### src/dcache_consts.svh
`ifndef DCACHE_CONSTS_SVH
`define DCACHE_CONSTS_SVH

// ==========================================================
// Cache geometry
// ==========================================================
`define DC_ADDR_BITS     32
`define DC_DATA_BITS     32
`define DC_INDEX_BITS    6
`define DC_LINES         64
`define DC_TAG_BITS      22
`define DC_LINE_BITS     128
`define DC_BYTE_EN_BITS  16
// Words per line, one beat each on a fill
`define DC_BEATS         4

// ==========================================================
// Uncacheable regions, matched on address bits 31:16
// ==========================================================
`define DC_UNCACHED_HI0  16'h1000
`define DC_UNCACHED_HI1  16'h4000

`endif

### src/dcache_pkg.sv
`default_nettype none
`include "dcache_consts.svh"

package dcache_pkg;

    // Controller states
    typedef enum logic [2:0] {
        IDLE       = 3'd0,
        CHECK      = 3'd1,
        WRITE_HIT  = 3'd2,
        WRITE_MISS = 3'd3,
        READ_FILL  = 3'd4,
        UNCACHED   = 3'd5,
        DONE       = 3'd6
    } cache_state_e;

    // Core access size, same code on the memory side
    typedef enum logic [1:0] {
        BYTE = 2'd0,
        HALF = 2'd1,
        WORD = 2'd2
    } access_type_e;

    // One address word, seen either by the cache or by the region decoder
    typedef union packed {
        struct packed {
            logic [`DC_TAG_BITS-1:0]   tag;
            logic [`DC_INDEX_BITS-1:0] index;
            logic [1:0]                word_off;
            logic [1:0]                byte_off;
        } cache;
        struct packed {
            logic [15:0] hi;
            logic [15:0] lo;
        } region;
    } core_addr_u;

endpackage

`default_nettype wire

### src/dcache_line_buffer.sv
`default_nettype none
`include "dcache_consts.svh"

module dcache_line_buffer (
    input  logic                           clk,
    input  logic                           rst,
    input  dcache_pkg::cache_state_e       state,
    input  logic [$clog2(`DC_BEATS)-1:0]   beat_cnt,
    input  logic                           beat_done,
    input  logic [`DC_DATA_BITS-1:0]       mem_rdata,
    input  dcache_pkg::core_addr_u         req_addr,
    input  dcache_pkg::access_type_e       req_type,
    input  logic [`DC_DATA_BITS-1:0]       req_wdata,
    input  logic                           data_we_line,
    output logic [`DC_LINE_BITS-1:0]       line_wdata,
    output logic [`DC_BYTE_EN_BITS-1:0]    byte_we,
    output logic [`DC_DATA_BITS-1:0]       fill_word
);

    // Only the first three beats are buffered, the last one is still on mem_rdata
    logic [`DC_LINE_BITS-`DC_DATA_BITS-1:0] fill_buf;
    logic [`DC_LINE_BITS-1:0]               fill_line;
    logic [3:0]                             word_be;
    logic [`DC_BYTE_EN_BITS-1:0]            store_be;

    always_ff @(posedge clk) begin
        if ((state == dcache_pkg::READ_FILL) && beat_done && !(&beat_cnt)) begin
            fill_buf[beat_cnt * `DC_DATA_BITS +: `DC_DATA_BITS] <= mem_rdata;
        end
    end

    assign fill_line = {mem_rdata, fill_buf};
    assign fill_word = fill_line[req_addr.cache.word_off * `DC_DATA_BITS +: `DC_DATA_BITS];

    // ==========================================================
    // Store byte enables
    // ==========================================================
    // Store data arrives lane aligned from the core
    always_comb begin
        case (req_type)
            dcache_pkg::BYTE: word_be = 4'b0001 << req_addr.cache.byte_off;
            dcache_pkg::HALF: word_be = 4'b0011 << {req_addr.cache.byte_off[1], 1'b0};
            default:          word_be = 4'b1111;
        endcase
        store_be = '0;
        store_be[{req_addr.cache.word_off, 2'b00} +: 4] = word_be;
    end

    // Array write lands one cycle after the controller strobe
    always_ff @(posedge clk or posedge rst) begin
        if (rst) begin
            byte_we <= '0;
        end else if (!data_we_line) begin
            byte_we <= '0;
        end else if (state == dcache_pkg::READ_FILL) begin
            byte_we <= '1;
        end else begin
            byte_we <= store_be;
        end
    end

    always_ff @(posedge clk) begin
        if (data_we_line) begin
            line_wdata <= (state == dcache_pkg::READ_FILL) ? fill_line
                                                           : {`DC_BEATS{req_wdata}};
        end
    end

endmodule

`default_nettype wire

### config.mk
export PLATFORM = sky130hd
export DESIGN_NAME = dcache_line_buffer
export DESIGN_NICKNAME = d
export VERILOG_FILES = /design/src/dcache_pkg.sv /design/src/dcache_line_buffer.sv
export VERILOG_INCLUDE_DIRS = /design/src
export SDC_FILE = /design/constraint.sdc
export NUM_CORES = 1
export LEC_CHECK = 0
export BUFFER_PORTS_ARGS = -buffer_cell sky130_fd_sc_hd__clkbuf_2
export CAP_MARGIN = 5
export CORE_ASPECT_RATIO = 0.5
export CORE_UTILIZATION = 50
export DETAILED_ROUTE_END_ITERATION = 10
export MAX_ROUTING_LAYER = met4
export PLACE_DENSITY = 0.89
export SYNTH_ARGS = -nofsm -noshare
export SYNTH_HDL_FRONTEND = slang
export SYNTH_SLANG_ARGS = --single-unit
### constraint.sdc
create_clock -name clk -period 2.5 [get_ports clk]
set_input_delay 0.125 -clock clk [delete_from_list [all_inputs] [get_ports clk]]
set_output_delay 0.125 -clock clk [all_outputs]
set_load 0.02 [all_outputs]
==> results.py, run 1 <==
metrics = {
    "drt": {
        "vias": 6428,
        "ant_nets": 0,
        "first_pass_iters": 4,
        "wl_mm": 23.77,
        "via_per_inst": 5.397,
        "drt_first_iter_violations": 379,
        "wl_per_cell_microns": 19.95,
        "route.detailed.drc": 0,
    },
    "layout": {
        "antenna_cells": 0,
        "drive_gt1_frac": 0.3730,
        "nNetsFinal": 1026,
        "multiInputGateArea_sq_mm": 0.002830,
        "num-fill-cells": 1390,
        "area_growth_pct": 26.71,
        "register_area_sq_mm": 0.007127,
    },
    "setup_path": {
        "cp_cell_sequence": "clkbuf_2 > inv_1 > ha_1 > nor3b_2 > buf_4 > and2_1",
        "crit_slowest_cell": "nor3b_2",
        "crit_buf_inv": 3,
        "crit_fanout": 17,
        "worstPathArrival_ns": 2.22,
        "crit_type": "primary input to register",
        "cp.required_ns": 2.87,
        "end_kind": "register",
        "startpoint_type": "primary input",
        "cp_top_family": "simple AND/OR/NAND/NOR gates",
        "slowest_delay_ns": 1.01,
    },
    "floorplan": {
        "io_pins": 283,
        "start_util": 0.5160,
        "die-area_sq_mm": 0.02087,
        "core_area_sq_mm": 0.01964,
        "fp.dieW_microns": 203.3,
        "die_y_microns": 102.7,
        "num_rows": 36,
    },
    "synthesis": {
        "postSynthCellCount": 615,
        "synth.distinct_cells": 20,
        "syn_nets": 731,
        "synth_top_area_cell": "edfxtp_1",
        "synth_common_cells": "edfxtp_1 (224), a21o_1 (128), and2_1 (99)",
        "synth_edf_count": 224,
        "ys_seq_elements": 240,
        "yosys_warnings": 0,
        "synth_top_area_frac": 0.6638,
        "synth_most_common_cell": "edfxtp_1",
        "synth.yosys.seq_area_share": 0.7033,
        "syn-cell-area_sq_mm": 0.01013,
        "synthTopCellsByArea": "edfxtp_1 (66%), a21o_1 (9.5%), mux4_2 (7.1%), and2_1 (6.1%), dfrtp_1 (4.0%)",
        "yosys_most_used_dff": "edfxtp_1",
        "avgSynthCellArea_sq_um": 16.48,
        "ys_async_sr_fraction": 0.06667,
    },
    "cts": {
        "clk_pin_slew_ns": 0.07,
        "clockRootBuffer": "clkbuf_16",
        "cts_resized": 0,
        "clockBufferDepth": 3,
        "htreeDepth": 1,
        "cts_buffers": 23,
        "post-cts-setup-buffer-count": 0,
        "clock_latency_ns": 0.50,
        "cts_sinks": 240,
        "holdBufCountCts": 34,
        "cts_tree": "built",
    },
    "place": {
        "io_buffers": 254,
        "gp_congestion": 0.7797,
        "place_ws_ns": 0.1465,
        "hpwl_mm": 15.26,
    },
    "grt": {
        "met1_usage": 0.2822,
        "grt_pass1_vias": 6612,
        "grt_overflow": 0,
        "antenna_found_initial": 0,
        "met2_usage": 0.4048,
        "grt_pass1_wl_mm": 35.51,
        "top_usage_layer": "met2",
        "grtUsageMet3": 0.03319,
        "grt_max_degree": 114,
        "grt_usage": 0.2306,
    },
    "power_and_ir_drop": {
        "p_per_area_mw_per_mm2": 705.4,
        "p_leak_nw": 5.466,
        "vdd_drop_max_v": 0.0004388,
        "power_mw": 9.058,
    },
    "sta": {
        "fmax_mhz": 540.1,
        "setup_slack_ns": 0.6484,
        "finClkSkew_ns": 0.01799,
        "grt_setup_unrepaired": "no",
        "slew_violations": 0,
        "setup_viol": 0,
        "tns_ns": 0,
        "worst_pin_slew_ns": 1.251,
        "hold_violations": 0,
        "final.period_utilization": 0.7406,
        "relSlewSlack": 0.1621,
        "fin_crit_ns": 1.852,
    },
    "worst_hold_path": {
        "worstHoldPathType": "primary input to register",
    },
    "job": {
        "drv_cap": 0,
    },
    "run_status": {
        "outcome": "complete, no violations",
    },
}
==> state kept, by name, summed over array words and instances, names as in the netlist <==
name / cells
fill_buf: 96
byte_we: 16
line_wdata: 128
==> worst paths after layout <==
check / start / to / slack (ns) / cells past startpoint
setup / recovery: beat_cnt[0] / fill_buf[80] / 0.65 / 6
hold / removal: req_addr[1] / byte_we[10] / 0.02 / 3
setup reg to reg: fill_buf[91] / line_wdata[91] / 1.65 / 1
hold reg to reg: fill_buf[11] / line_wdata[11] / 0.54 / 1
max in group asynchronous: rst / byte_we[2] / 1.92 / 3
min in group asynchronous: rst / byte_we[13] / 0.20 / 3
==> through the flow <==
stage                     hold WS (ns)  instances  instance area (sq um)    util
after CTS                      0.01164       1191                  12840  0.6538
after detailed placement        0.1899       1117                  11780  0.5998
after floorplan                0.03874        615                  10130       -
after global routing           0.04954       1191                  12840  0.6538
after global placement          0.1551       1117                  11780  0.5998
final                          0.01768       1191                  12840  0.6538
==> power breakdown <==
group          internal, mW  switching (mW)  total [mW]
Sequential             4.60          0.0569        4.66
Combinational         0.410           0.652        1.06
Clock                  1.90            1.44        3.34
Total                  6.91            2.15        9.06
==> cell usage in the layout (no fill, tap or decap), types with 7 or more instances in the layout <==
cell type and n:
dlygate4sd3_1 34, edfxtp_1 224, clkbuf_2 252, ha_1 9, nor2b_1 33, buf_4 13
and2_1 96, dfrtp_1 16, o21ai_0 16, a21o_1 128, clkbuf_16 24, inv_1 7
mux4_2 32
==> routing by layer <==
layer  routed length (microns)  vias to the layer above
met2                     12520                      221
met5                         0                        -
li1                          -                     2914
met4                       554                        0
met1                      9537                     3251
met3                      1148                       42
==> tightest hold or removal path, cell delays in order <==
cell,delay (ns)
clkbuf_2,0.10
a21oi_1,0.10
o21ai_0,0.15
==> kinds of logic (layout without fill, tap and decap cells) <==
| group | after synthesis | in the layout | share of synthesized area |
|---|---|---|---|
| buffers and inverters | 42 | 352 | 0.01926 |
| AOI/OAI and AO/OA | 148 | 148 | 0.1047 |
| DFF | 240 | 240 | 0.7033 |
| adders and majority gates | 9 | 9 | 0.01111 |
| and+or+nand+nor | 144 | 144 | 0.09051 |
| muxes | 32 | 32 | 0.07112 |
==> layout make-up <==
cell class | instances | area share
sequential | 240 | 0.5551
multi-input combinational | 333 | 0.2204
timing repair buffer | 305 | 0.1405
clock buffer | 33 | 0.05311
tap | 266 | 0.02592
clock inverter | 7 | 0.002923
inverter | 7 | 0.002046
Note: power is estimated with default switching activity, not from simulation.
==> inputs of run 2 (changes only) <==
CORE_UTILIZATION = 47   (was 50)
PLACE_DENSITY = 0.88   (was 0.89)
clock period = 1.5 ns   (was 2.5 ns; I/O delays follow)
==> run 2 against run 1 <==
Compared with the run above: the run now ends with setup timing left; sequential power is 67% higher; worst setup slack worse by 0.87 ns; register-to-register slack worse by 1.2 ns; final area is 8.0% higher; worst hold slack better by 0.014 ns; first-iteration DRC count is 61% higher; combinational power is 90% higher; critical path type is now register to output pin; clock skew is 0.0052 ns higher; largest cell class unchanged.
==> results.py, run 2 (synthesis gave the netlist of run 1 again) <==
metrics = {
    "drt": {
        "wl_per_cell_microns": 22.22,
        "routed.top_layer": "met4",
        "met1_length_mm": 10.75,
        "ant_nets": 0,
        "wl_met2_mm": 14.89,
        "drt_first_iter_violations": 611,
        "first_pass_iters": 5,
        "wl_mm": 28.42,
        "vias": 7075,
        "wl_met3_mm": 1.611,
        "via_per_inst": 5.532,
        "route.detailed.drc": 0,
    },
    "layout": {
        "num-fill-cells": 1373,
        "final_cell_mix": "edfxtp_1 (224), clkbuf_2 (220), a21o_1 (128), and2_1 (96), buf_4 (78)",
        "top_register": "line_wdata",
        "area_growth_pct": 36.84,
        "finalNonFillerCells": 1279,
        "fin_area_sq_mm": 0.01387,
        "reg_top3": "line_wdata: 128 flops, fill_buf: 96 flops, byte_we: 16 flops",
        "layout_commonest_cell": "edfxtp_1",
        "largest_register_ff_count": 128,
        "nNetsFinal": 1105,
        "drive_gt1_frac": 0.4169,
    },
    "cts": {
        "htreeDepth": 1,
        "clock_latency_ns": 0.52,
        "cts_tree": "built",
        "clk_pin_slew_ns": 0.07,
        "clockBufferDepth": 3,
        "clockRootBuffer": "clkbuf_16",
        "cts_sinks": 240,
        "cts_buffers": 22,
    },
    "place": {
        "gp_congestion": 0.8492,
        "dpl-instance-area_sq_mm": 0.01206,
        "dp_cells": 1143,
        "io_buffers": 254,
        "hpwl_mm": 16.75,
        "place_ws_ns": -0.04279,
    },
    "floorplan": {
        "io_pins": 283,
        "die-area_sq_mm": 0.02219,
        "start_util": 0.4864,
        "num_rows": 37,
        "core_area_sq_mm": 0.02083,
        "die_y_microns": 105.8,
        "fp.dieW_microns": 209.7,
    },
    "setup_path": {
        "r2r_setup_slack_ns": 0.44,
        "critPathCapture": "fill_word[5]",
        "reg2reg_from": "fill_buf[19]",
        "startpoint": "fill_buf[5]",
        "crit_buf_inv": 1,
        "end_kind": "output pin",
        "cp_top_family": "multiplexers",
        "slowest_delay_ns": 0.53,
        "crit_fanout": 2,
        "crit_type": "register to output pin",
        "crit_slowest_cell": "mux4_2",
        "startpoint_type": "register",
        "cp.required_ns": 1.42,
        "cp_cell_sequence": "mux4_2 > buf_6",
        "reg2reg_depth": 3,
        "path_depth": 2,
        "reg2reg_to": "line_wdata[19]",
        "worstPathArrival_ns": 1.64,
    },
    "grt": {
        "grt_usage": 0.2498,
        "antenna_found_initial": 1,
        "grt_max_degree": 62,
        "grt_pass1_vias": 7074,
        "grt_pass1_wl_mm": 40.52,
        "grt_overflow": 0,
    },
    "sta": {
        "setup_viol": 33,
        "hold_violations": 0,
        "worst_pin_slew_ns": 0.5828,
        "relSlewSlack": 0.6111,
        "grt_setup_unrepaired": "yes",
        "setup_slack_ns": -0.2189,
        "finClkSkew_ns": 0.02315,
        "fin_crit_ns": 1.719,
        "final.period_utilization": 1.146,
        "timing.hold.ws_ns": 0.03207,
        "fmax_mhz": 581.8,
        "slew_violations": 0,
    },
    "run_status": {
        "outcome": "complete, but fails checks",
        "violations": "setup timing",
    },
    "worst_hold_path": {
        "worstHoldPathType": "primary input to register",
        "hold_depth": 4,
        "hold_start": "req_type[0]",
    },
    "power_and_ir_drop": {
        "vdd_drop_max_v": 0.0006371,
        "p_per_area_mw_per_mm2": 1126,
        "p_leak_nw": 5.951,
    },
    "job": {
        "drv_cap": 0,
    },
}
run 2: layout make-up:
type	instances	area [sq um]	share of cell area
Antenna cell	1	2.502	0.0001805
Clock buffer	26	586.8	0.04232
Clock inverter	14	141.4	0.01020
Inverter	7	26.28	0.001895
Multi-Input combinational cell	333	2830	0.2041
Sequential cell	240	7127	0.5139
Tap cell	273	341.6	0.02463
Timing Repair Buffer	385	2811	0.2027
run 2: report_power, final:
group	total [mW]	leakage, nW	internal (mW)	switching [mW]
logic	2.01	3.43	0.832	1.17
registers	7.77	2.16	7.67	0.105
clock network	5.83	0.357	3.32	2.52
run 2: worst min path at each step:
stage                   end  slack, ns
2_1_floorplan    byte_we[0]      -0.01
3_3_place_gp    byte_we[15]       0.11
3_5_place_dp    byte_we[15]       0.13
4_1_cts        fill_buf[46]      -0.08
5_1_grt         byte_we[14]       0.08
6_report        byte_we[13]       0.03
run 2: what timing repair did:
item,in CTS,in global routing
setup endpoints to repair,32,33
gates cloned,0,0
gates resized for setup,37,60
hold buffers,37,1
endpoints found under the hold margin,165,2
buffers inserted,31,26
run 2: per-layer routing:
| layer | vias up | global-route usage |
|---|---|---|
| li1 | 3077 | - |
| met1 | 3581 | 0.3034 |
| met2 | 325 | 0.4274 |
| met3 | 92 | 0.03814 |
| met4 | 0 | 0.09176 |
| met5 | - | - |
run 2: stage by stage:
step | util | setup TNS [ns] | total power, mW
6_report | 0.6656 | -4.679 | 15.61
4_1_cts | 0.6503 | -5.078 | 15.54
5_1_grt | 0.6656 | -5.987 | 16.04
2_1_floorplan | - | -13.38 | 8.885
3_3_place_gp | 0.5787 | 0 | 9.603
3_5_place_dp | 0.5787 | -0.8560 | 9.675
run 2: tightest hold or removal path: stages:
cell and delay, ns:
clkbuf_2 0.08, or2_2 0.10, a21oi_1 0.11, o21ai_0 0.14
==> inputs of run 3 (changes only) <==
CORE_MARGIN = 8   (was unset)
CORE_UTILIZATION = 50   (was 47)
PLACE_DENSITY = 0.89   (was 0.88)
clock period = 1.63 ns   (was 1.5 ns; I/O delays follow)
==> run 3 against run 2 <==
Compared with the run above: largest power group unchanged; largest cell class unchanged; combinational power is 10% lower; global-route usage is 3.3 points lower; clock power is 17% lower; via count is 2.9% lower; wire length is 1.4% lower; critical path type unchanged; the flow still finishes with violations (setup timing).
==> results.py, run 3 (synthesis gave the netlist of run 1 again) <==
metrics = {
    "layout": {
        "drive_gt1_frac": 0.4144,
        "largest_register_ff_count": 128,
        "layout_commonest_cell": "edfxtp_1",
        "num-fill-cells": 1250,
        "reg_top3": "line_wdata: 128 flops, fill_buf: 96 flops, byte_we: 16 flops",
        "final_cell_mix": "edfxtp_1 (224), clkbuf_2 (220), a21o_1 (128), and2_1 (96), buf_4 (86)",
        "nNetsFinal": 1101,
        "finalNonFillerCells": 1266,
        "top_register": "line_wdata",
        "area_growth_pct": 34.72,
    },
    "sta": {
        "slew_violations": 0,
        "grt_setup_unrepaired": "yes",
        "relSlewSlack": 0.6164,
        "setup_viol": 16,
        "worst_pin_slew_ns": 0.5747,
        "timing.hold.ws_ns": 0.04255,
        "setup_slack_ns": -0.04421,
        "final.period_utilization": 1.027,
        "fin_crit_ns": 1.674,
        "fmax_mhz": 597.3,
        "hold_violations": 0,
        "tns_ns": -0.2912,
        "finClkSkew_ns": 0.01474,
    },
    "drt": {
        "wl_mm": 28.03,
        "route.detailed.drc": 0,
        "ant_nets": 0,
        "wl_per_cell_microns": 22.14,
        "drt_first_iter_violations": 506,
        "first_pass_iters": 5,
        "via_per_inst": 5.424,
        "vias": 6867,
    },
    "grt": {
        "grt_pass1_wl_mm": 41.19,
        "grt_usage": 0.2167,
        "grt_pass1_vias": 7232,
        "antenna_found_initial": 0,
        "grt_max_degree": 56,
        "grt_overflow": 0,
    },
    "floorplan": {
        "core_area_sq_mm": 0.01968,
        "io_pins": 283,
        "start_util": 0.5148,
        "die_y_microns": 116.7,
        "fp.dieW_microns": 217.3,
        "num_rows": 36,
        "die-area_sq_mm": 0.02535,
    },
    "power_and_ir_drop": {
        "p_per_area_mw_per_mm2": 1011,
        "p_leak_nw": 5.866,
        "seqPwrFrac": 0.518,
        "vdd_drop_max_v": 0.0007245,
        "power_switching_mw": 3.324,
        "p_int_mw": 10.48,
        "combinationalPowerShare": 0.130,
        "pwr-share-clk": 0.352,
        "p_sw_frac": 0.2409,
    },
    "cts": {
        "clock_latency_ns": 0.50,
        "clockRootBuffer": "clkbuf_16",
        "htreeDepth": 1,
        "cts_tree": "built",
        "cts_sinks": 240,
        "clockBufferDepth": 3,
        "cts_buffers": 22,
        "clk_pin_slew_ns": 0.06,
    },
    "setup_path": {
        "worstPathArrival_ns": 1.59,
        "startpoint_type": "register",
        "crit_fanout": 2,
        "cp.required_ns": 1.55,
        "crit_type": "register to output pin",
        "end_kind": "output pin",
    },
    "place": {
        "io_buffers": 254,
        "hpwl_mm": 18.80,
        "gp_congestion": 0.7967,
        "dp_cells": 1134,
    },
    "run_status": {
        "outcome": "complete, but fails checks",
        "violations": "setup timing",
    },
    "worst_hold_path": {
        "worstHoldPathType": "primary input to register",
    },
    "job": {
        "drv_cap": 0,
    },
}
[run 3: repair_timing]
item / CTS / global route
setup buffers: 35 / 23
hold buffers: 35 / 0
endpoints found under the setup margin: 30 / 32
resized for setup: 40 / 58
endpoints found under the hold margin: 156 / 0
[run 3: power groups by stage]
stage / clock network [mW] / logic (mW) / registers [mW]
finish: 4.86 / 1.80 / 7.15
floorplan: 0 / 0.584 / 7.59
detailed placement: 0 / 1.62 / 7.28
global placement: 0 / 1.56 / 7.26
CTS: 4.90 / 1.75 / 7.15
global route: 5.16 / 1.91 / 7.17
[run 3: routing by layer]
| metal | track usage | part of all wire |
|---|---|---|
| met5 | - | 0 |
| met3 | 0.03102 | 0.057 |
| met4 | 0.08068 | 0.034 |
| met1 | 0.2459 | 0.37 |
| met2 | 0.3929 | 0.54 |
[run 3: stage by stage]
step	utilization	worst slack (ns)	area, sq um	power [mW]
after global routing	0.6934	-0.08201	13650	14.23
final	0.6936	-0.04421	13650	13.80
after floorplan	-	-0.01591	10140	8.177
after CTS	0.6796	-0.04361	13380	13.80
after detailed placement	0.6062	0.0008857	11930	8.897
after global placement	0.6062	0.07898	11930	8.827
[run 3: area by class of cell]
type                    count  area [sq um]  share of cell area
inverters                   7         26.28            0.001925
well taps                 266         332.8             0.02438
multi-input cells         333          2830              0.2073
clock buffers              34         636.9             0.04665
repair buffers            381          2674              0.1959
diodes                      1         2.502           0.0001833
clock inverters             4         22.52            0.001650
flip-flops and latches    240          7127              0.5220
[run 3: path summary, 6_finish.rpt]
kind / start / endpoint / slack (ns) / cells after the start
min in group asynchronous: rst / byte_we[1] / 0.18 / 3
hold reg to reg: fill_buf[51] / line_wdata[51] / 0.54 / 1
setup / recovery: fill_buf[86] / fill_word[22] / -0.04 / 2
max in group asynchronous: rst / byte_we[0] / 1.07 / 3
setup reg to reg: fill_buf[6] / line_wdata[6] / 0.55 / 3
hold / removal: data_we_line / line_wdata[40] / 0.04 / 1
[run 3: worst max-delay path: stages (launching register included)]
cell,delay (ns)
edfxtp_1,0.41
mux4_2,0.53
buf_8,0.16
